===== src/source/pipeCtrl_consts.svh =====
`ifndef PIPECTRL_CONSTS_SVH
`define PIPECTRL_CONSTS_SVH

// word address and data widths
`define ADDR_W 8
`define DATA_W 32

// shared memory depth in words
`define MEM_WORDS 256

// cycles from bus request strobe to bus done pulse
`define MEM_LATENCY 3

`endif


===== src/source/fetchPort.sv =====
`timescale 1ns/1ns
`include "pipeCtrl_consts.svh"

module fetchPort (
    input  logic               clk,
    input  logic               reset,
    input  logic               i_fetchReq,
    input  logic [`ADDR_W-1:0] i_fetchAddr,
    output logic               o_iWait,
    output logic               o_fetchValid,
    output logic [`DATA_W-1:0] o_instr,
    output logic               o_pending,
    output logic [`ADDR_W-1:0] o_addr,
    input  logic               i_done,
    input  logic [`DATA_W-1:0] i_data
);

    logic pending;
    logic accept;

    // one read at a time
    assign accept = i_fetchReq & ~pending;

    always_ff @(posedge clk) begin
        if (reset) begin
            pending <= 1'b0;
        end else if (accept) begin
            pending <= 1'b1;
        end else if (i_done) begin
            pending <= 1'b0;
        end
    end

    always_ff @(posedge clk) begin
        if (accept) begin
            o_addr <= i_fetchAddr;
        end
    end

    assign o_pending = pending;

    // wait covers the done cycle too
    assign o_iWait = pending;

    assign o_fetchValid = pending & i_done;
    assign o_instr = i_data;

endmodule


===== config.mk =====
export PLATFORM = sky130hd
export DESIGN_NAME = fetchPort
export DESIGN_NICKNAME = d
export VERILOG_FILES = /design/src/source/fetchPort.sv
export VERILOG_INCLUDE_DIRS = /design/src /design/src/source
export SDC_FILE = /design/constraint.sdc
export NUM_CORES = 1
export LEC_CHECK = 0
export BUFFER_PORTS_ARGS = -buffer_cell sky130_fd_sc_hd__buf_4
export CAP_MARGIN = 5
export CORE_MARGIN = 10
export CORE_UTILIZATION = 27
export CTS_CLUSTER_DIAMETER = 30
export DETAILED_ROUTE_END_ITERATION = 6
export GPL_TIMING_DRIVEN = 1
export PLACE_DENSITY_LB_ADDON = 0.08
export SLEW_MARGIN = 20
export SYNTH_ARGS = -nofsm -noshare
export SYNTH_HDL_FRONTEND = slang
export SYNTH_SLANG_ARGS = --single-unit

===== constraint.sdc =====
create_clock -name clk -period 1.51 [get_ports clk]
set_input_delay 0.302 -clock clk [delete_from_list [all_inputs] [get_ports clk]]
set_output_delay 0.302 -clock clk [all_outputs]
set_load 0.05 [all_outputs]

Word-level counts from Yosys, hierarchy flattened
Index checks and enable logic that the tools add are counted.
- flip-flop bits (word level): 9
- output and inout bits: 43
- logic and storage cells: 8
- mux-type cells: 2
- bitwise logic cells: 3
- reduce and logical (&&, ||, !) cells: 1
- operators with widths (cell ; count):
    1-bit bitwise AND ; 2
    1-bit two-way mux ; 2
    2-bit nonzero test ; 1
    1-bit NOT ; 1

Logic depth before layout (Yosys ltp)
- word-level depth: 3
- depth in mapped cells: 2
- depth with buffers taken out: 2

Least setup slack after synthesis
Ideal clock, no wire load.
- kind: flip-flop to output port
- start point: register pending, in the netlist o_iWait
- end point: output o_fetchValid
- arrival time: 1159 ps
- slack: 49 ps
- cell stages (with the launch flop): 2
- cell sequence: dfxtp_1 -> and2_1
- word-level cells in the longest chain between the ends: 1
- ends and longest elaborated chain (item ; line ; source):
    start, declared ; fetchPort.sv:18 ; logic pending;
    start signal, assigned ; fetchPort.sv:26 ; pending <= 1'b0;
    start signal, assigned ; fetchPort.sv:28 ; pending <= 1'b1;
    start signal, assigned ; fetchPort.sv:30 ; pending <= 1'b0;
    1-bit bitwise AND ; fetchPort.sv:45 ; assign o_fetchValid = pending & i_done;
    end, declared ; fetchPort.sv:10 ; output logic o_fetchValid,
No other way between the ends.

Final worst setup path
Ends and elaborated chain as after synthesis.

==> results_dict.tcl <==
set metrics [dict create \
    status "finished, final reports clean" \
    grt_pass1_wl_um 2001 \
    grt_util_met3 0.08076 \
    first_pass_iters 2 \
    crit_buf_inv 1 \
    portBuffers 22 \
    cts.sinks 9 \
    drtIter0Drc 1 \
    setup_viol_count_final 0 \
    num_vias 269 \
    gp_congestion 0.6715 \
    grt_overflow_total 0 \
    grtUsageMet1 0.04220 \
    ir_worst_vdd_v 0.0003129 \
    maxCapViolCount 0 \
    crit_path_end_kind "output pin" \
    tightest_slew_ns 0.1494 \
    grt_use_met2 0.09360 \
    antenna_found_initial 0 \
    syn_area_um2 536.8 \
    routed_wl_um 1327 \
    grt_max_degree 10 \
    fin_skew_ns 0.003924 \
    grt_pass1_vias 336 \
    area_delta_synth_final_pct -2.797 \
    worstPathRequired_ns 1.21 \
    synthXorXnorAreaFrac 0 \
    ant_nets 0 \
    fin_setup_tns_ns 0 \
    slowest_delay_ns 0.39 \
    synth_top_family_by_area "buffers and inverters" \
    synth-seq-area-share 0.4848 \
    clockRootBuffer "clkbuf_4" \
    crit_path_start_kind "flip-flop" \
    drive_above_1_share 0.6750 \
    cts_max_path_buffers 2 \
    ys_seq_elements 9 \
    die_height_um 64.59 \
    drc_errors 0 \
    ys.warnings.count 0 \
    rr_startpoint "o_iWait" \
    final_cell_mix "23 x buf_4, 8 x edfxtp_1, 3 x clkbuf_4" \
    crit_family "flip-flops" \
    syn_avg_cell_area_um2 11.67 \
    power.density_mw_per_mm2 1152 \
    grt_usage 0.06627 \
    via_per_inst 4.015 \
    hold_class "in2reg" \
    cts_resized 0 \
    layout.nets 85 \
    stdcell_area_um2 521.8 \
    crit_arrival_ns 0.98 \
    hpwl_um 1172 \
    hold_depth 1 \
    core_mm2 0.001922 \
    cts_setup_buffers 0 \
    synth_simple_gate_area_frac 0.03497 \
    placed_cell_area_um2 495.5 \
    maxSlewViolCount 0 \
    crit_slowest_cell "dfxtp_1" \
    diodes 0 \
    path_class "reg2out" \
    power_leakage_nw 0.2226 \
    io_pins 87 \
    synthesis.nets 90 \
    top_usage_layer "met2" \
    start_util 0.2793 \
    syn-instance-count 46 \
    wl_per_cell_um 19.81 \
    reg2reg_to "o_iWait" \
    numCtsBuffers 3 \
    cts_hold_buffers 0 \
    synth.mux.area_fraction 0 \
    finalHoldViolations 0 \
    r2r_slack_ns 0.58 \
    synthDistinctLibCells 6 \
    timing.slew.headroom 0.9003 \
    min-delay-start "i_fetchAddr[7]" \
    path_clk_slew_ns 0.06 \
    num_rows 16 \
    period_share 0.8520 \
    cts_max_level 1 \
    rr_worst_depth 3 \
    rsz0062_at_grt "no" \
    dieArea_mm2 0.004171 \
    hold_end "o_addr[7]" \
    fp.dieW_um 64.59 \
    mostFrequentLayoutCell "buf_4" \
    cts_tree "yes" \
    clkLatencyLatePin_ns 0.25 \
    fin_crit_ns 1.287 \
    crit_fanout 5 \
    worstPathCellList "and2_1 > buf_4" \
    max_freq_mhz 777.3 \
    synthAdderAreaFrac 0 \
    synth-compound-area-share 0.01865 \
]
-- power breakdown --
group / leakage (nW) / total, mW / internal [mW] / switching [mW]
Sequential: 0.0851 / 0.295 / 0.289 / 0.00591
Combinational: 0.122 / 0.128 / 0.0459 / 0.0819
Clock: 0.0150 / 0.178 / 0.101 / 0.0764
Total: 0.223 / 0.601 / 0.437 / 0.164
-- synth_stat cells --
library cell  instances  area (µm²)
edfxtp_1              8       240.2
nor2b_1               2       12.51
and2_1                1       6.260
o21ba_2               1       10.01
buf_4                33       247.7
dfxtp_1               1       20.02
-- flip-flops by register name (all words and copies together), names as in the netlist --
register  cells
o_iWait       1
o_addr        8
-- kinds of logic (layout without fill, tap and decap cells) --
kind of cell	count (synthesis)	count (layout)
compound gates	1	1
buf+inv	33	27
flops	9	9
simple gates	3	3
-- stage by stage --
step	std cells	util	total power, mW	setup WS (ns)	hold slack [ns]
after floorplan	46	-	0.6047	0.04941	0.4009
after global placement	63	0.2578	0.4289	0.4695	0.4819
after detailed placement	63	0.2578	0.4307	0.4559	0.4814
after CTS	67	0.2715	0.6177	0.2031	0.2048
after global routing	67	0.2715	0.6403	0.1546	0.1972
final	67	0.2715	0.6008	0.2234	0.2219
-- worst reg2reg max path, stage by stage, from the launching register on --
cell and delay (ns):
dfxtp_1 0.39, nor2b_1 0.06, buf_4 0.17, o21ba_2 0.21
-- layout make-up --
cell class	count	area, µm²
Multi-Input combinational cell	4	28.78
Fill cell	218	1400
Clock buffer	4	26.28
Timing Repair Buffer	23	172.7
Tap cell	27	33.78
Sequential cell	9	260.3
-- routing by layer --
| layer | wire length [µm] | part of all wire |
|---|---|---|
| met1 | 339 | 0.26 |
| met2 | 599 | 0.45 |
| met3 | 333 | 0.25 |
| met4 | 53 | 0.040 |
| met5 | 0 | 0 |
-- how the worst max path moves through the flow --
stage	endpoint	cells after the start	startpoint
CTS	o_fetchValid	2	o_iWait
floorplan	o_fetchValid	1	o_iWait
finish	o_fetchValid	2	o_iWait
detailed placement	o_fetchValid	3	i_done
global route	o_fetchValid	2	o_iWait
global placement	o_fetchValid	3	i_done
Note: power is estimated with default switching activity, not from simulation.
