## src/source/pipeCtrl_consts.svh

```systemverilog
`ifndef PIPECTRL_CONSTS_SVH
`define PIPECTRL_CONSTS_SVH

// word address and data widths
`define ADDR_W 8
`define DATA_W 32

// shared memory depth in words
`define MEM_WORDS 256

// cycles from bus request strobe to bus done pulse
`define MEM_LATENCY 3

`endif

```

## src/source/pipeCtrlPkg.sv

```systemverilog
package pipeCtrlPkg;

    // data port operation
    typedef enum logic [1:0] {
        MEM_NONE  = 2'd0,
        MEM_LOAD  = 2'd1,
        MEM_STORE = 2'd2
    } memOpT;

    // owner of the transaction on the shared bus
    typedef enum logic [1:0] {
        OWN_NONE  = 2'd0,
        OWN_FETCH = 2'd1,
        OWN_DATA  = 2'd2
    } busOwnerT;

    // winning hazard cause, highest priority first
    typedef enum logic [3:0] {
        CAUSE_NONE, CAUSE_EXCPW, CAUSE_MEMWAIT, CAUSE_EXCPM, CAUSE_BRANCH,
        CAUSE_EWAIT, CAUSE_JR, CAUSE_OVERFLOW, CAUSE_IWAIT
    } hazardCauseT;

endpackage

```

## src/source/dataPort.sv

```systemverilog
`timescale 1ns/1ns
`include "pipeCtrl_consts.svh"

module dataPort import pipeCtrlPkg::*; (
    input  logic               clk,
    input  logic               reset,
    input  logic               i_memReq,
    input  memOpT              i_memOp,
    input  logic [`ADDR_W-1:0] i_memAddr,
    input  logic [`DATA_W-1:0] i_memWdata,
    output logic               o_dWait,
    output logic               o_memDone,
    output logic [`DATA_W-1:0] o_loadData,
    output logic               o_pending,
    output memOpT              o_op,
    output logic [`ADDR_W-1:0] o_addr,
    output logic [`DATA_W-1:0] o_wdata,
    input  logic               i_done,
    input  logic [`DATA_W-1:0] i_rdata
);

    logic pending;
    logic accept;

    assign accept = i_memReq & ~pending;

    always_ff @(posedge clk) begin
        if (reset) begin
            pending <= 1'b0;
        end else if (accept) begin
            pending <= 1'b1;
        end else if (i_done) begin
            pending <= 1'b0;
        end
    end

    // op, address and store data held until done
    always_ff @(posedge clk) begin
        if (accept) begin
            o_op <= i_memOp;
            o_addr <= i_memAddr;
            o_wdata <= i_memWdata;
        end
    end

    assign o_pending = pending;
    assign o_dWait = pending;

    // store completion pulses too, data ignored
    assign o_memDone = pending & i_done;
    assign o_loadData = i_rdata;

    aOpValid: assert property (@(posedge clk) disable iff (reset)
        i_memReq |-> i_memOp != MEM_NONE);

endmodule

```

## config.mk

```make
export PLATFORM = sky130hd
export DESIGN_NAME = dataPort
export DESIGN_NICKNAME = d
export VERILOG_FILES = /design/src/source/pipeCtrlPkg.sv /design/src/source/dataPort.sv
export VERILOG_INCLUDE_DIRS = /design/src /design/src/source
export SDC_FILE = /design/constraint.sdc
export NUM_CORES = 1
export LEC_CHECK = 0
export BUFFER_PORTS_ARGS = -buffer_cell sky130_fd_sc_hd__buf_2
export CORE_UTILIZATION = 29
export DETAILED_ROUTE_END_ITERATION = 12
export PLACE_DENSITY = 0.67
export SLEW_MARGIN = 20
export SYNTH_ARGS = -nofsm -noshare
export SYNTH_HDL_FRONTEND = slang
export SYNTH_SLANG_ARGS = --single-unit
```

## constraint.sdc

```tcl
create_clock -name clk -period 4 [get_ports clk]
set_clock_uncertainty 0.05 [all_clocks]
set_input_delay 0.2 -clock clk [delete_from_list [all_inputs] [get_ports clk]]
set_output_delay 0.2 -clock clk [all_outputs]
set_load 0.1 [all_outputs]
```

### Word level (Yosys, flattened, before mapping)

Cells that the tools add are included.
Widths: inputs -> output; s select.

| storage, ports and cells | value |
|---|---|
| output and inout bits | 77 |
| register bits | 43 |
| word-level logic and storage cells | 10 |
| input port bits | 78 |

| operators by class | value |
|---|---|
| mux-type cells | 2 |
| reductions and logical operators | 1 |
| bitwise logic cells | 3 |

Operators with widths:

| operator | count |
|---|---|
| $and 1x1->1 | 2 |
| $mux 1 | 2 |
| $reduce_bool 2->1 | 1 |
| $not 1->1 | 1 |

### Logic depth before layout (Yosys ltp)

| depth | value |
|---|---|
| word-level depth | 3 |
| mapped depth | 2 |
| depth with buffers taken out | 2 |

### Worst setup path after synthesis

OpenSTA, ideal clock, no wires.

| timing path | value |
|---|---|
| path kind | flip-flop to flip-flop |
| start point | register pending (netlist: o_dWait) |
| end point | register o_addr[0] (enable) |
| path slack | 0.782 ns |
| setup time | 0.447 ns |
| required time | 3.503 ns |
| path buffers | 0 |
| clock period less this slack | 3.218 ns |
| cell stages (with the launch flop) | 2 |
| arrival | 2.720 ns |
| cells stage by stage | dfxtp_1 > nor2b_1 |

| on the way | value |
|---|---|
| word-level cells in the longest chain between the ends | 2 |

RTL lines:

| element | line | source |
|---|---|---|
| start, declared | dataPort.sv:22 | `logic pending;` |
| start signal, assigned | dataPort.sv:29 | `pending <= 1'b0;` |
| start signal, assigned | dataPort.sv:31 | `pending <= 1'b1;` |
| start signal, assigned | dataPort.sv:33 | `pending <= 1'b0;` |
| $not 1->1 | dataPort.sv:25 | `assign accept = i_memReq & ~pending;` |
| $and 1x1->1 | dataPort.sv:25 |  |
| via accept | dataPort.sv:23 | `logic accept;` |
| end signal, assigned | dataPort.sv:41 | `o_addr <= i_memAddr;` |
| end, declared | dataPort.sv:16 | `` output logic [`ADDR_W-1:0] o_addr, `` |

The timed path passes the listed nets, and every way through them passes these cells.
A chain may end at the register's enable or synchronous reset.

### Final worst setup path

| timing path | value |
|---|---|
| start point | register pending (netlist: o_dWait) |
| end point | output o_memDone |

| on the way | value |
|---|---|
| word-level cells in the longest chain between the ends | 1 |

RTL lines:

| element | line | source |
|---|---|---|
| $and 1x1->1 | dataPort.sv:50 | `assign o_memDone = pending & i_done;` |
| end, declared | dataPort.sv:12 | `output logic o_memDone,` |

Every way passes these cells.

==> flow_summary.yaml <==
final_layout:
  final_layout_size_suffix_gt1_share_pct: 67.1
  fin_util_pct: 38.0
  multi_input_area_um2: 36.3
  n_fill_cell: 512
  final_nets: 223
  antennaDiodeCount: 0
  seq_area_um2: 1280
  area_growth_syn_to_layout_pct: 25.5
cts:
  post_cts_buffers: 0
  worstSkewPairLatency_ns: 0.28
  cts_buffers: 5
  cts_resized: 0
  htreeDepth: 2
  clk_pin_slew_ns: 0.08
  cts.sinks: 43
  ctsHoldBuffers: 0
  cts-root-buf: "clkbuf_8"
  clk_path_buf_depth: 2
  cts_tree: "done"
die:
  rows: 26
  core-area_um2: 5140
  chipHeight_um: 75.3
  start_util_pct: 30.3
  die_area_um2: 5670
  fp.dieW_um: 75.3
  ioPinCount: 155
worst_setup_path:
  crit_chain: "and2_1 > buf_2"
  critical-path-slowest-cell: "dfxtp_1"
  critPathMaxFanout: 5
  criticalPathCategory: "register to primary output"
  cp.arrival_ns: 1.26
  critPathTopFamily: "flip-flops"
  worstSetupEndpointType: "primary output"
  critPathLaunchType: "register"
  slowest_delay_ns: 0.42
  critPathBufInv: 1
  crit_required_ns: 3.75
drt:
  drc: 0
  routedWlPerCell_um: 12.9
  drt-pass1-iter-count: 4
  drtAntennaViolNets: 0
  vias: 843
  drt_iter0_markers: 12
  totalWireLength_mm: 2.78
  post_drt_via_cell_ratio: 3.90
power_and_ir_drop:
  intPower_uw: 688
  p_clk_share_pct: 24.0
  pwr_density_cell_nw_per_um2: 535
  share_comb_of_total_power_pct: 25.0
  vdd_ir_drop_max_uv: 314
  power.switching_uw: 358
  p_seq_share_pct: 51.0
  leakage_uw: 0.000833
  p_sw_share_pct: 34.2
yosys:
  synth-seq-cells: 43
  netlist_area_um2: 1560
  ys_warn_count: 0
  synthFlopType: "edfxtp_1"
  netlist_instances: 80
  yosysUniqueCellTypes: 6
  ys_top_cells_by_area: "edfxtp_1, buf_4, dfxtp_1"
  yosysSeqAreaShare_pct: 82.2
  syn_avg_cell_area_um2: 19.5
  synth_top_area_share_pct: 81.0
  post-synth-top-count-cell: "edfxtp_1"
  async_flop_share_pct: 0
  yosys.area.top_type: "edfxtp_1"
  syn_nets: 158
  synth-edff-count: 42
  synth_common_cells: "edfxtp_1, buf_4, nor2b_1"
status:
  outcome: "finished, final reports clean"
sta:
  hold_viol: 0
  fmax_mhz: 661
  max_slew_margin_pct: 66.7
  rsz0062_at_grt: "no"
  setup_tns_ns: 0
  setup_violations: 0
  drv_slew: 0
  finalCritPeriodShare_pct: 37.8
  worst_pin_slew_ns: 0.503
  final.min_clock_period_ns: 1.51
global_routing:
  use_met1_pct: 8.35
  grt_use_met3_pct: 8.07
  grt_pass1_vias: 762
  met2_usage_pct: 11.2
  grt_max_degree: 44
  busiest_layer: "met2"
  grt-ovfl-total: 0
  grt.total_usage_pct: 8.75
  antenna_found_initial: 0
  grt_pass1_wl_mm: 3.37
run:
  maxCapViolCount: 0
worst_hold_path:
  hold_class: "input port to register"
placed_design:
  io_buffers: 90
  gp_congestion: 0.701
[layout make-up]
class                   instances  share of cell area [%]
well taps                      70                    4.48
repair buffers                 91                    24.1
multi-input cells               4                    1.86
flip-flops and latches         43                    65.5
clock buffers                   8                    4.09
[worst paths after layout]
path                                      startpoint                     to  slack (ns)  cells after the start
worst min-delay path                   i_memWdata[4]   o_wdata[4]$_DFFE_PP_        0.03                      1
worst max register to register  o_dWait$_SDFFE_PP0P_  o_wdata[21]$_DFFE_PP_        2.62                      2
worst max-delay path            o_dWait$_SDFFE_PP0P_              o_memDone        2.49                      2
worst min register to register  o_dWait$_SDFFE_PP0P_   o_dWait$_SDFFE_PP0P_        0.67                      2
[metal layers]
layer  up-vias  wire, um
met4         0       116
met5         -         0
met1       361       947
met2        83      1190
li1        379         -
met3        20       527
[sequential cells by signal, summed over array words and instances (netlist names)]
register  flops
o_op          2
o_wdata      32
o_addr        8
o_dWait       1
[power by group through the flow]
stage	Sequential [uW]	Combinational, uW	Clock, uW
finish	534	261	252
global route	536	268	277
CTS	535	259	265
detailed placement	544	259	0
global placement	544	258	0
floorplan	737	171	0
[stage by stage]
step	total power, uW	setup WS (ns)	hold slack, ns	instance area, um2	std cells
after floorplan	908	0.782	0.249	1560	80
after global placement	802	2.34	0.326	1860	207
after detailed placement	804	2.28	0.328	1860	207
after CTS	1060	2.27	0.0172	1940	215
after global routing	1080	2.43	0.0119	1960	216
final	1050	2.49	0.0344	1960	216
[cells in the final DEF (no fill, tap or decap)]
cell / n
buf_2: 90
clkbuf_8: 5
edfxtp_1: 42
nor2b_1: 1
and2_1: 1
dfxtp_1: 1
o21ba_2: 1
buf_12: 1
clkbuf_1: 3
nor2b_4: 1
[kinds of logic (layout without fill, tap and decap cells)]
| kind of cell | Yosys count | in the layout | synth area share, % |
|---|---|---|---|
| DFF | 43 | 43 | 82.2 |
| buffers and inverters | 33 | 99 | 15.9 |
| and+or+nand+nor | 3 | 3 | 1.20 |
| AOI/OAI and AO/OA | 1 | 1 | 0.643 |
Note: power is estimated with default switching activity, not from simulation.
