File: src/source/pipeCtrl_consts.svh
`ifndef PIPECTRL_CONSTS_SVH
`define PIPECTRL_CONSTS_SVH

// word address and data widths
`define ADDR_W 8
`define DATA_W 32

// shared memory depth in words
`define MEM_WORDS 256

// cycles from bus request strobe to bus done pulse
`define MEM_LATENCY 3

`endif

File: src/source/pipeCtrlPkg.sv
package pipeCtrlPkg;

    // data port operation
    typedef enum logic [1:0] {
        MEM_NONE  = 2'd0,
        MEM_LOAD  = 2'd1,
        MEM_STORE = 2'd2
    } memOpT;

    // owner of the transaction on the shared bus
    typedef enum logic [1:0] {
        OWN_NONE  = 2'd0,
        OWN_FETCH = 2'd1,
        OWN_DATA  = 2'd2
    } busOwnerT;

    // winning hazard cause, highest priority first
    typedef enum logic [3:0] {
        CAUSE_NONE, CAUSE_EXCPW, CAUSE_MEMWAIT, CAUSE_EXCPM, CAUSE_BRANCH,
        CAUSE_EWAIT, CAUSE_JR, CAUSE_OVERFLOW, CAUSE_IWAIT
    } hazardCauseT;

endpackage

File: src/source/busArbiter.sv
`timescale 1ns/1ns
`include "pipeCtrl_consts.svh"

module busArbiter import pipeCtrlPkg::*; (
    input  logic               clk,
    input  logic               reset,
    input  logic               i_fetchPending,
    input  logic [`ADDR_W-1:0] i_fetchAddr,
    output logic               o_fetchDone,
    output logic [`DATA_W-1:0] o_fetchData,
    input  logic               i_dataPending,
    input  memOpT              i_dataOp,
    input  logic [`ADDR_W-1:0] i_dataAddr,
    input  logic [`DATA_W-1:0] i_dataWdata,
    output logic               o_dataDone,
    output logic [`DATA_W-1:0] o_dataRdata,
    output logic               o_busReq,
    output logic [`ADDR_W-1:0] o_busAddr,
    output logic               o_busWe,
    output logic [`DATA_W-1:0] o_busWdata,
    output busOwnerT           o_busOwner,
    input  logic               i_busDone,
    input  logic [`DATA_W-1:0] i_busRdata
);

    busOwnerT owner;
    logic     idle;
    logic     contended;
    logic     grantData;
    logic     grantFetch;
    logic     lastData;

    assign idle = (owner == OWN_NONE);
    assign contended = i_fetchPending & i_dataPending;

    // data wins the first tie and later ties alternate
    assign grantData = idle & i_dataPending & (~i_fetchPending | ~lastData);
    assign grantFetch = idle & i_fetchPending & ~grantData;

    always_ff @(posedge clk) begin
        if (reset) begin
            owner <= OWN_NONE;
            o_busReq <= 1'b0;
            lastData <= 1'b0;
        end else begin
            o_busReq <= grantData | grantFetch;
            if (grantData) begin
                owner <= OWN_DATA;
            end else if (grantFetch) begin
                owner <= OWN_FETCH;
            end else if (i_busDone) begin
                owner <= OWN_NONE;
            end
            if (contended && idle) begin
                lastData <= grantData;
            end
        end
    end

    // bus payload
    always_ff @(posedge clk) begin
        if (grantData) begin
            o_busAddr <= i_dataAddr;
            o_busWe <= (i_dataOp == MEM_STORE);
            o_busWdata <= i_dataWdata;
        end else if (grantFetch) begin
            o_busAddr <= i_fetchAddr;
            o_busWe <= 1'b0;
        end
    end

    assign o_busOwner = owner;

    // return routing
    assign o_fetchDone = i_busDone & (owner == OWN_FETCH);
    assign o_dataDone = i_busDone & (owner == OWN_DATA);
    assign o_fetchData = i_busRdata;
    assign o_dataRdata = i_busRdata;

    // memory answers each request after the fixed latency
    aDoneOnTime: assert property (@(posedge clk) disable iff (reset)
        i_busDone |-> $past(o_busReq, `MEM_LATENCY));

    aOneDone: assert property (@(posedge clk) disable iff (reset)
        i_busDone |-> (o_fetchDone ^ o_dataDone));

endmodule

File: config.mk
export PLATFORM = sky130hd
export DESIGN_NAME = busArbiter
export DESIGN_NICKNAME = d
export VERILOG_FILES = /design/src/source/pipeCtrlPkg.sv /design/src/source/busArbiter.sv
export VERILOG_INCLUDE_DIRS = /design/src /design/src/source
export SDC_FILE = /design/constraint.sdc
export NUM_CORES = 1
export LEC_CHECK = 0
export ABC_CLOCK_PERIOD_IN_PS = 2000
export BUFFER_PORTS_ARGS = -buffer_cell sky130_fd_sc_hd__buf_2
export CAP_MARGIN = 30
export CELL_PAD_IN_SITES_DETAIL_PLACEMENT = 1
export CELL_PAD_IN_SITES_GLOBAL_PLACEMENT = 1
export CORE_MARGIN = 5
export CORE_UTILIZATION = 26
export CTS_CLUSTER_DIAMETER = 80
export DETAILED_ROUTE_END_ITERATION = 7
export PLACE_DENSITY_LB_ADDON = 0.1
export SLEW_MARGIN = 25
export SYNTH_ARGS = -nofsm -noshare
export SYNTH_HDL_FRONTEND = slang
export SYNTH_SLANG_ARGS = --single-unit
File: constraint.sdc
create_clock -name clk -period 2 [get_ports clk]
set_input_delay 0 -clock clk [delete_from_list [all_inputs] [get_ports clk]]
set_output_delay 0 -clock clk [all_outputs]
set_load 0.02 [all_outputs]
Word-level counts from Yosys, hierarchy flattened
Index checks and enable logic that the tools add are counted.

Register bits after elaboration: 45. Input port bits: 87. Output and inout port bits: 110. Logic and storage cells: 35.

Equality and inequality tests: 3. Mux-type cells: 7. Bitwise operators: 12. Reductions and logical operators: 6.

Operators by type and width (number): $mux W8 (2); $and A1 B1 Y1 (7); $mux W2 (3); $eq A2 B2 Y1 const B (2); $reduce_bool A2 Y1 (2); $not A1 Y1 (3); $reduce_bool A3 Y1 (1); $eq A2 B1 Y1 const B (1); $logic_not A2 Y1 (1); $mux W1 (2); $or A1 B1 Y1 (2); $reduce_or A2 Y1 (1); $logic_and A1 B1 Y1 (1).

Longest topological paths before layout
Depth after elaboration: 7. Gate-level depth with buffers: 5.

Least setup slack after synthesis
OpenSTA, ideal clock, no wires.

Path type: register to register. Start: register owner[1], in the netlist o_busOwner[1]. End: register o_busWdata[0], enable pin. Library setup time: 0.387 ns. Arrival: 1.480 ns. Data required time: 1.613 ns. Slack: 0.133 ns. Stages on the path, launching flop included: 5. Path buffers: 1. Cell sequence: dfxtp_1 > nor2_2 > nand3_2 > buf_6 > inv_1.

Word-level cells in the longest chain between the ends: 3.

Ends and longest elaborated chain: start: declaration (line busArbiter.sv:26) `busOwnerT owner;`; start signal: assignment (line busArbiter.sv:42) `owner <= OWN_NONE;`; start signal: assignment (line busArbiter.sv:48) `owner <= OWN_DATA;`; start signal: assignment (line busArbiter.sv:50) `owner <= OWN_FETCH;`; $logic_not A2 Y1 (line busArbiter.sv:33) `assign idle = (owner == OWN_NONE);`; $and A1 B1 Y1 (2 in a row) (line busArbiter.sv:37) `assign grantData = idle & i_dataPending & (~i_fetchPending | ~lastData);`; net grantData (line busArbiter.sv:29) `logic grantData;`; end signal: assignment (line busArbiter.sv:65) `o_busWdata <= i_dataWdata;`; end: declaration (line busArbiter.sv:20) `` output logic [`DATA_W-1:0] o_busWdata, ``.

The timed path passes the listed nets, and every way through them passes these cells. A chain may end at the register's enable or synchronous reset.

Final worst setup path
Start: register owner[1], in the netlist o_busOwner[1]. End: register o_busAddr[4], data pin.

Word-level cells in the longest chain between the ends: 4.

Ends and longest elaborated chain: $logic_not A2 Y1 (line busArbiter.sv:33); $and A1 B1 Y1 (2 in a row) (line busArbiter.sv:37); $mux W8 (line busArbiter.sv:62) `if (grantData) begin`; end signal: assignment (line busArbiter.sv:63) `o_busAddr <= i_dataAddr;`; end signal: assignment (line busArbiter.sv:67) `o_busAddr <= i_fetchAddr;`; end: declaration (line busArbiter.sv:18) `` output logic [`ADDR_W-1:0] o_busAddr, ``.

Every way passes these cells.

==> results.md <==
- Clock transition at path regs: 0.09 ns
- GR Overflow Total: 0
- Htree depth: 2
- Complex-gate fraction of the synthesized area: 0.00860
- CP startpoint kind: register
- Slew @ Worst Pin: 0.451 ns
- Mapped Nets: 223
- # setup viols final: 0
- CTS max path bufs: 2
- Critical Path AT: 1.93 ns
- Post-synthesis sequential area ratio: 0.644
- Hold Fails Final Rpt: 0
- Number of global-route vias before repair: 1472
- Layout area overhead: 36.0%
- Multiplexer area fraction after synthesis: 0.0572
- PwrDens: 795 mW/mm^2
- RD Place Congestion: 0.718
- Share of layout cells above drive strength 1: 0.544
- Synth Cell Area: 0.00204 mm^2
- Clk_lat worst skew: 0.30 ns
- Synth Area in Adders: 0
- Period utilization: 0.940
- DR WL/cell: 14.4 um
- Hold Path Cell Cnt: 0
- Num Clock Sinks: 45
- Cell variety after synth: 20
- Layout Cells excl Fill: 330
- FF+latch count, synth: 45
- CP Capture Type: register
- Routed Antenna Nets: 0
- Max rail drop VDD: 0.000221 V
- Placeable Area: 0.00769 mm^2
- Hold WC Path Type: in -> out
- Depth of the worst register-to-register path: 5
- Hold path start: i_busRdata[4]
- Final net count: 314
- Detailed Routing Iterations Pass 1: 3
- Max Cap Viol: 0
- Die area: 0.00970 mm^2
- GRT Util Overall: 0.0963
- Required @ worst endpoint: 2.05 ns
- Synth Area in Simple Gates: 0.0424
- Syn. warnings: 0
- Tmin final: 1.88 ns
- HPWL after DPL: 3410 um
- Combinational family with the most area after synthesis: buffers and inverters
- Cells after synthesis: 136
- Num CTS Buffers: 5
- Max-slew violation count: 0
- I/O pins: 197
- Residual DRC count: 0
- Crit Path Max Fanout: 10
- Synthesized area per cell: 15.0 um^2
- Slew Limit Headroom: 0.700
- Setup_tns: 0 ns
- Clk Tree Root Cell: clkbuf_8
- RSZ-0062 raised after global routing: false
- DR iter-0 viols: 33
- Vias per inst: 3.92
- Initial Utilization: 0.265
- Die X: 98.5 um
- Fillers: 847
- Initial antenna violation count: 0
- Placed insts: 275
- Vert. Die Dim: 98.5 um
- First-pass GRT wire length: 7520 um
- Largest net degree at the start of global routing: 33
- Lkg Pwr: 1.19 nW
- Commonest non-fill, non-tap cells in the layout: buf_2, dlygate4sd3_1, edfxtp_1
- Status: completed
- Via Count: 1292
- Setup CP Type: reg -> reg
- Leading cell type in the layout, fill and taps excluded: buf_2
- Worst reg2reg path startpoint: o_busOwner[1]
- Row Count: 32
- Wirelength, routed: 4760 um
- Synth Area in XOR/XNOR: 0.00430
- Setup bufs post-CTS: 0
- Crit path launch: o_busOwner[1]
- CTS tree: built
- Diode count: 0
- Port bufs: 100
- Fmax achieved: 0.532 GHz
- Final Skew: 0.00578 ns
power by group:
group	switching, mW	internal, mW	leakage, nW
Clock	0.329	0.248	0.0445
Sequential	0.0281	1.14	0.427
Combinational	0.241	0.217	0.722
Total	0.598	1.60	1.19
final cells by class:
| cell class | count | area (um^2) | share of cell area |
|---|---|---|---|
| flip-flops and latches | 45 | 1310 | 0.475 |
| repair buffers | 149 | 998 | 0.361 |
| multi-input cells | 25 | 234 | 0.0845 |
| well taps | 102 | 128 | 0.0461 |
| clock buffers | 5 | 68.8 | 0.0249 |
| clock inverters | 3 | 21.3 | 0.00769 |
| inverters | 1 | 3.75 | 0.00136 |
critical path, cell delays in order, from the launching register on:
cell	delay (ns)
dfxtp_2	0.36
nor2_4	0.13
nand3_2	0.09
buf_4	0.20
mux2_4	0.30
dlygate4sd3_1	0.55
what timing repair did:
item                                    CTS  global route
hold buffers                             47             0
gates resized for setup                   0             3
hold endpoints to repair                 44             0
endpoints found under the setup margin    0             6
per-stage QoR:
step / area, um^2 / hold slack (ns) / total power [mW] / utilization / setup slack [ns]
after floorplan: 2040 / 0.0691 / 1.58 / - / 0.133
after global placement: 2200 / 0.000200 / 1.56 / 0.286 / 0.646
after detailed placement: 2200 / 0.000200 / 1.57 / 0.286 / 0.585
after CTS: 2760 / 0.000200 / 2.23 / 0.359 / 0.0502
after global routing: 2770 / 0.0000556 / 2.32 / 0.360 / 0.0514
final: 2770 / 0.0000152 / 2.20 / 0.360 / 0.121
final timing paths:
path                                  endpoint  slack, ns
worst max register to register    o_busAddr[4]       0.12
worst min-delay path            o_dataRdata[4]    0.00002
worst min register to register        lastData       0.53
worst max-delay path              o_busAddr[4]       0.12
routing by layer:
layer | share of wire | vias up | global-route usage | wire length [um]
li1 | - | 582 | - | -
met1 | 0.39 | 586 | 0.112 | 1880
met2 | 0.44 | 100 | 0.146 | 2080
met3 | 0.15 | 24 | 0.0559 | 695
met4 | 0.023 | 0 | 0.0378 | 108
met5 | 0 | - | 0 | 0
state kept, by name, indices dropped and copies added, names as in the netlist:
signal      cells
o_busAddr       8
o_busWe         1
o_busWdata     32
o_busOwner      2
lastData        1
o_busReq        1
cells by family (layout without fill, tap and decap cells):
group / after synthesis / in the layout
flops: 45 / 45
buf+inv: 66 / 158
mux: 8 / 8
simple gates: 13 / 13
compound gates: 3 / 3
xor+xnor: 1 / 1
synth_stat cells:
cell type | number | area share
nor3b_1 | 1 | 0.0037
edfxtp_1 | 41 | 0.60
nor3_1 | 1 | 0.0025
mux2_2 | 1 | 0.0055
nor2b_1 | 2 | 0.0061
nand2_1 | 2 | 0.0037
a21oi_1 | 2 | 0.0049
buf_4 | 64 | 0.24
mux2_4 | 7 | 0.052
buf_6 | 1 | 0.0055
xnor2_1 | 1 | 0.0043
and3b_2 | 1 | 0.0049
inv_1 | 1 | 0.0018
o21a_1 | 1 | 0.0037
nand3_2 | 1 | 0.0049
dfxtp_1 | 4 | 0.039
nor2_1 | 2 | 0.0037
or2b_1 | 1 | 0.0037
nor2_2 | 1 | 0.0031
and4bb_2 | 1 | 0.0061
Note: power is estimated with default switching activity, not from simulation.
