**src/source/pipeCtrl_consts.svh**
```systemverilog
`ifndef PIPECTRL_CONSTS_SVH
`define PIPECTRL_CONSTS_SVH

// word address and data widths
`define ADDR_W 8
`define DATA_W 32

// shared memory depth in words
`define MEM_WORDS 256

// cycles from bus request strobe to bus done pulse
`define MEM_LATENCY 3

`endif

```
**src/source/pipeCtrlPkg.sv**
```systemverilog
package pipeCtrlPkg;

    // data port operation
    typedef enum logic [1:0] {
        MEM_NONE  = 2'd0,
        MEM_LOAD  = 2'd1,
        MEM_STORE = 2'd2
    } memOpT;

    // owner of the transaction on the shared bus
    typedef enum logic [1:0] {
        OWN_NONE  = 2'd0,
        OWN_FETCH = 2'd1,
        OWN_DATA  = 2'd2
    } busOwnerT;

    // winning hazard cause, highest priority first
    typedef enum logic [3:0] {
        CAUSE_NONE, CAUSE_EXCPW, CAUSE_MEMWAIT, CAUSE_EXCPM, CAUSE_BRANCH,
        CAUSE_EWAIT, CAUSE_JR, CAUSE_OVERFLOW, CAUSE_IWAIT
    } hazardCauseT;

endpackage

```
**src/source/hazardUnit.sv**
```systemverilog
`timescale 1ns/1ns

module hazardUnit import pipeCtrlPkg::*; (
    input  logic clk,
    input  logic reset,
    input  logic i_branchM,
    input  logic i_iWait,
    input  logic i_dWait,
    input  logic i_eWait,
    input  logic i_overflowI,
    input  logic i_jrI,
    input  logic i_waitM,
    input  logic i_excpW,
    input  logic i_excpM,
    output logic o_stallF,
    output logic o_stallF2,
    output logic o_flushF2,
    output logic o_stallD,
    output logic o_flushD,
    output logic o_stallI,
    output logic o_stallIDe,
    output logic o_flushI,
    output logic o_flushQue,
    output logic o_stallE,
    output logic o_flushE,
    output logic o_stallM,
    output logic o_flushM,
    output logic o_stallM2,
    output logic o_flushM2,
    output logic o_flushM3,
    output logic o_flushW,
    output logic o_predFlushQue
);

    hazardCauseT cause;
    logic        memWait;
    logic        redirect;
    logic        fetchKill;
    logic        fetchKillNxt;

    assign memWait = i_dWait | i_waitM;

    // a fetch still in flight when a redirect hits must be dropped on return
    always_ff @(posedge clk) begin
        if (reset) begin
            fetchKill <= 1'b0;
        end else begin
            fetchKill <= fetchKillNxt;
        end
    end

    // fixed priority
    always_comb begin
        if (i_excpW) begin
            cause = CAUSE_EXCPW;
        end else if (memWait) begin
            cause = CAUSE_MEMWAIT;
        end else if (i_excpM) begin
            cause = CAUSE_EXCPM;
        end else if (i_branchM) begin
            cause = CAUSE_BRANCH;
        end else if (i_eWait) begin
            cause = CAUSE_EWAIT;
        end else if (i_jrI) begin
            cause = CAUSE_JR;
        end else if (i_overflowI) begin
            cause = CAUSE_OVERFLOW;
        end else if (i_iWait) begin
            cause = CAUSE_IWAIT;
        end else begin
            cause = CAUSE_NONE;
        end
    end

    always_comb begin
        o_stallF = 1'b0;
        o_stallF2 = 1'b0;
        o_flushF2 = 1'b0;
        o_stallD = 1'b0;
        o_flushD = 1'b0;
        o_stallI = 1'b0;
        o_stallIDe = 1'b0;
        o_flushI = 1'b0;
        o_flushQue = 1'b0;
        o_stallE = 1'b0;
        o_flushE = 1'b0;
        o_stallM = 1'b0;
        o_flushM = 1'b0;
        o_stallM2 = 1'b0;
        o_flushM2 = 1'b0;
        o_flushM3 = 1'b0;
        o_flushW = 1'b0;
        o_predFlushQue = 1'b0;
        redirect = 1'b0;
        fetchKillNxt = fetchKill;

        case (cause)
            CAUSE_EXCPW: begin
                {o_flushF2, o_flushD, o_flushI, o_flushE, o_flushM} = '1;
                {o_flushM2, o_flushM3, o_flushW, o_flushQue} = '1;
                redirect = 1'b1;
            end
            CAUSE_MEMWAIT: begin
                {o_stallF, o_stallF2, o_stallD, o_stallI, o_stallIDe} = '1;
                {o_stallE, o_stallM, o_stallM2, o_flushM3} = '1;
            end
            CAUSE_EXCPM, CAUSE_BRANCH: begin
                {o_flushF2, o_flushD, o_flushI, o_flushE, o_flushM} = '1;
                o_flushQue = 1'b1;
                redirect = 1'b1;
            end
            CAUSE_EWAIT: begin
                {o_stallF, o_stallF2, o_stallD, o_stallI, o_stallIDe} = '1;
                {o_stallE, o_flushM} = '1;
            end
            CAUSE_JR: begin
                {o_flushF2, o_flushD, o_flushI, o_predFlushQue} = '1;
                redirect = 1'b1;
            end
            CAUSE_OVERFLOW: begin
                {o_stallF, o_stallF2, o_stallI, o_stallD} = '1;
            end
            CAUSE_IWAIT: begin
                {o_stallF, o_flushF2} = '1;
            end
            default: begin
            end
        endcase

        // hold F until the stale fetch lands
        if (redirect && i_iWait) begin
            o_stallF = 1'b1;
            fetchKillNxt = 1'b1;
        end

        // stale fetch arrives, kill it in F2
        if (!o_stallF && fetchKill) begin
            o_flushF2 = 1'b1;
            fetchKillNxt = 1'b0;
        end
    end

    aStallFlushD: assert property (@(posedge clk) disable iff (reset)
        !(o_stallD && o_flushD));

endmodule

```
**config.mk**
```make
export PLATFORM = sky130hd
export DESIGN_NAME = hazardUnit
export DESIGN_NICKNAME = d
export VERILOG_FILES = /design/src/source/pipeCtrl_consts.svh /design/src/source/pipeCtrlPkg.sv /design/src/source/hazardUnit.sv
export SDC_FILE = /design/constraint.sdc
export NUM_CORES = 1
export LEC_CHECK = 0
export BUFFER_PORTS_ARGS = -buffer_cell sky130_fd_sc_hd__buf_2
export CORE_AREA = 2 2 39 41
export DETAILED_ROUTE_END_ITERATION = 8
export DIE_AREA = 0 0 41 43
export PLACE_DENSITY = 0.51
export SLEW_MARGIN = 20
export SYNTH_ARGS = -nofsm -noshare
export SYNTH_HDL_FRONTEND = slang
export SYNTH_SLANG_ARGS = --single-unit
```
**constraint.sdc**
```tcl
create_clock -name clk -period 1.6 [get_ports clk]
set_clock_uncertainty 0.1 [all_clocks]
set_input_delay 0.08 -clock clk [delete_from_list [all_inputs] [get_ports clk]]
set_output_delay 0.08 -clock clk [all_outputs]
set_load 0.005 [all_outputs]
```
### Word level (Yosys, flattened, before mapping)

Index checks and enable logic that the tools add are counted.
Widths: inputs -> output; s select.

* register bits after elaboration: 1

* eq/ne operators: 8
* muxes and demuxes: 21
* bitwise operators: 1
* reductions and logical operators: 12

Operator list (count)
* $mux 4: 8
* $eq 4x3->1 const B: 4
* $mux 1: 13
* $reduce_or 4->1: 3
* $eq 4x2->1 const B: 2
* $reduce_or 2->1: 3
* $reduce_or 3->1: 2
* $reduce_or 5->1: 1
* $eq 4x1->1 const B: 1
* $eq 4x4->1 const B: 1
* $logic_and 1x1->1: 2
* $logic_not 1->1: 1
* $or 1x1->1: 1

### Logic depth before layout (Yosys ltp)

* depth after elaboration: 16
* mapped depth: 6
* mapped depth without buffers: 4

### Worst setup path after synthesis

OpenSTA, ideal clock, no wires.

* path type: in2out
* start: in i_excpW
* end: out o_stallF2
* arrival: 1.398 ns
* data required time: 1.420 ns
* setup slack: 0.022 ns
* stages on the path: 5
* buffers on the path: 2
* cells stage by stage: clkbuf_1 or3_1 or2_2 o21ai_0 buf_4

* cells in the longest elaborated chain, start to end: 4

RTL lines
* from (decl): RTL line hazardUnit.sv:13 `input logic i_excpW,`
* $mux 4 *: RTL line hazardUnit.sv:54 `if (i_excpW) begin`
* $eq 4x2->1 / $eq 4x3->1 (equally long branches)
* $reduce_or 3->1 (no line) *
* $mux 1 *
* to (decl): RTL line hazardUnit.sv:16 `output logic o_stallF2,`

Every way passes the cells marked *; elsewhere a longest branch is shown, timed or not.

### Final worst setup path

* start: in i_eWait
* end: out o_flushF2

* cells in the longest elaborated chain, start to end: 13

RTL lines
* from (decl): RTL line hazardUnit.sv:9 `input logic i_eWait,`
* $mux 4 *: RTL line hazardUnit.sv:62 `end else if (i_eWait) begin`
* $mux 4 *: RTL line hazardUnit.sv:60 `end else if (i_branchM) begin`
* $mux 4 *: RTL line hazardUnit.sv:58 `end else if (i_excpM) begin`
* $mux 4 *: RTL line hazardUnit.sv:56 `end else if (memWait) begin`
* $mux 4 *: RTL line hazardUnit.sv:54
* $eq 4x3->1 (tied with other cells): RTL line hazardUnit.sv:97 `case (cause)`
* $reduce_or 4->1 (no line)
* $mux 1: RTL line hazardUnit.sv:97
* $logic_and 1x1->1: RTL line hazardUnit.sv:131 `if (redirect && i_iWait) begin`
* $mux 1: RTL line hazardUnit.sv:131
* $logic_not 1->1: RTL line hazardUnit.sv:137 `if (!o_stallF && fetchKill) begin`
* $logic_and 1x1->1: RTL line hazardUnit.sv:137
* $mux 1 *: RTL line hazardUnit.sv:137
* to (decl): RTL line hazardUnit.sv:17 `output logic o_flushF2,`

Marked as above.

==> impl_metrics.yaml <==
detailed_routing:
  first_iter_violations: 7
  post-route-drc-count: 0
  ant_nets: 0
  first_pass_iters: 2
  post_drt_wl_per_cell_um: 9.953
  detailroute.via_count: 379
  vias_per_instance: 4.459
  drt-total-wl_um: 846
logic_synthesis:
  synth-warning-count: 0
  synth_sequential_area_ratio_pct: 6.926
  ys_types: 23
  synthTopCellsByArea: "buf_4 (18%), o21ai_0 (8.7%), o21bai_1 (7.8%), dfxtp_1 (6.9%), or2_2 (6.5%)"
  syn_inst: 43
  post-synth-top-area-fraction_pct: 18.18
  post_synth_instance_area_um2: 289.0
  synth_fp_nets: 54
  avgSynthCellArea_um2: 6.722
  yosys.area.top_type: "buf_4"
  synth_seq_cells: 1
hold_path:
  hold-path-cell-count: 3
  hold_path.class: "input port to register"
clocking:
  clk-insertion-delay-late_ns: 0
  cts.reportedPaths.clkPinSlew_ns: 0
  cts-hold-fix-buffers: 0
critical_path:
  cp_slowest_stage_delay_ns: 0.53
  critical_path.max_fanout: 2
  worstPathArrival_ns: 1.39
  path_common_cell: "buf_2"
  crit_path_slowest_cell: "or4b_4"
  critical_path.n_buffers_inverters: 2
  ff2ff_setup_slack_ns: 0.53
  end_kind: "output port"
  cp_required_ns: 1.42
  timing.critical_path.depth: 5
  crit_chain: "buf_2 > or4b_4 > and4b_4 > a221o_1 > buf_2"
  rr_worst_depth: 2
  critPathLaunchType: "input port"
  critical_path_type: "input port to output port"
  timing.critical_path.max_delay_family: "simple AND/OR/NAND/NOR gates"
sta:
  max_slew_margin_pct: 76.07
  layout_min_cycle_time_ns: 1.575
  tightestPinTransition_ns: 0.3557
  unrepaired_setup_endpoints_after_global_routing: "false"
  timing_hold_violations_final: 0
  finalSetupViolations: 0
  timing_max_transition_violations_final: 0
  totalNegativeSetupSlack_ns: 0
  final_min_period_over_clock_period_pct: 98.41
  final.hold.worst_slack_ns: 0.2981
  maximum_clock_rate_ghz: 0.6351
finish:
  multiInputGateArea_um2: 205.2
  regArea_um2: 20.02
  largestRegisters: "fetchKill (1)"
  registers.top_by_ff_count: "fetchKill"
  syn2layout_area_growth_pct: 54.11
  antennaDiodeCount: 0
  fillCellCount: 160
  post_route_cells_drive_above_1_share_pct: 59.42
  final_nets: 82
  flip_flop_count_of_the_largest_register_after_layout: 1
floorplanning:
  die_x_um: 41
  fp.coreArea_um2: 1384
  io_pins: 29
  rows: 14
  dieArea_um2: 1763
  die_h_um: 43
  starting_density_of_the_core_pct: 20.89
place:
  dp.final_hpwl_um: 736
  gp_congestion: 0.6940
  port_buffer_cells: 28
global_routing:
  grt_antenna_before_repair: 0
  grt.overflow.total: 0
  grt_first_pass_wirelength_um: 1248
  grt_start_max_net_pins: 11
  first_global_vias: 309
  gr-usage-all-layers_pct: 9.209
pwr:
  power-per-cell-area_nw_per_um2: 296.3
  power.leakage_nw: 0.2337
  vdd_drop_max_uv: 148.7
run_status:
  status: "complete, no violations"
flow_run:
  maxCapViolations: 0
-- cell type report --
class	instances	share of cell area, %
multi-input cells	31	46.07
flip-flops and latches	1	4.494
well taps	16	4.494
repair buffers	35	43.26
inverters	2	1.685
-- metal layers --
layer  global-route usage (%)  up-vias  part of all wire (%)
met2                    15.31       20                    41
met5                        0        -                     0
li1                         -      200                     -
met1                    13.69      159                    49
met3                        0        0                    10
met4                        0        0                     0
-- final timing paths --
kind	end	start
worst max register to register	fetchKill$_SDFFE_PP0P_	fetchKill$_SDFFE_PP0P_
worst min register to register	fetchKill$_SDFFE_PP0P_	fetchKill$_SDFFE_PP0P_
worst max-delay path	o_flushF2	i_eWait
worst min-delay path	fetchKill$_SDFFE_PP0P_	reset
-- worst min-delay path, stage by stage --
cell,delay [ns]
buf_2,0.09
or4b_1,0.09
o21ai_0,0.07
-- synth_stat cells --
master and number:
and3_1 1, nand2_1 2, nor2_1 3, a21oi_1 2
buf_4 7, or4b_4 1, nor2b_1 1, nor3_1 1
nand3b_1 1, o21bai_1 3, nand2b_1 1, nor4_1 1
o21ai_0 5, dfxtp_1 1, or2_2 3, a221o_1 1
or4b_1 1, or4_1 1, inv_1 2, or3_1 1
clkbuf_1 2, o211ai_1 1, and4b_4 1
-- cell usage in the layout (no fill, tap or decap) --
cell,count
nand2b_1,1
nor2b_1,1
o211ai_1,1
dfxtp_1,1
buf_2,28
or2_2,3
or3_1,1
a221o_1,1
o21ai_0,4
or4_1,1
nor4_1,1
and4b_4,1
nand2_1,2
o21ai_2,1
or4b_4,1
nor2_1,3
o21bai_1,3
a21oi_1,2
or4b_1,1
nand3b_1,1
buf_4,7
and3_1,1
nor3_1,1
inv_1,2
-- power by group --
part	total (W)	switching, W	internal (W)
registers	0.0000279	0.000000697	0.0000272
clock network	0	0	0
logic	0.000104	0.0000492	0.0000549
-- through the flow --
step	util (%)	worst slack, ns	cell area [um2]	total power, W	cells
2_1_floorplan	-	0.02221	289.0	0.00008559	43
3_3_place_gp	31.37	0.03449	434.2	0.0001280	84
3_5_place_dp	31.37	0.009627	434.2	0.0001294	84
4_1_cts	31.37	0.01438	434.2	0.0001296	84
5_1_grt	32.19	0.001920	445.4	0.0001446	85
6_report	32.19	0.02538	445.4	0.0001320	85
-- repair_timing --
| action | in CTS | in global routing |
|---|---|---|
| setup buffers | 0 | 1 |
| endpoints found under the hold margin | 0 | 0 |
| gates resized for setup | 0 | 2 |
| setup endpoints to repair | 0 | 4 |
-- cells by family (layout without fill, tap and decap cells) --
family	after synthesis	count (layout)	synth area share (%)
buffers and inverters	11	37	23.38
flip-flops	1	1	6.927
AO/OA/AOI/OAI	12	12	25.97
AND/OR/NAND/NOR	19	19	43.73
No activity file was read; power rests on OpenSTA's default activity.
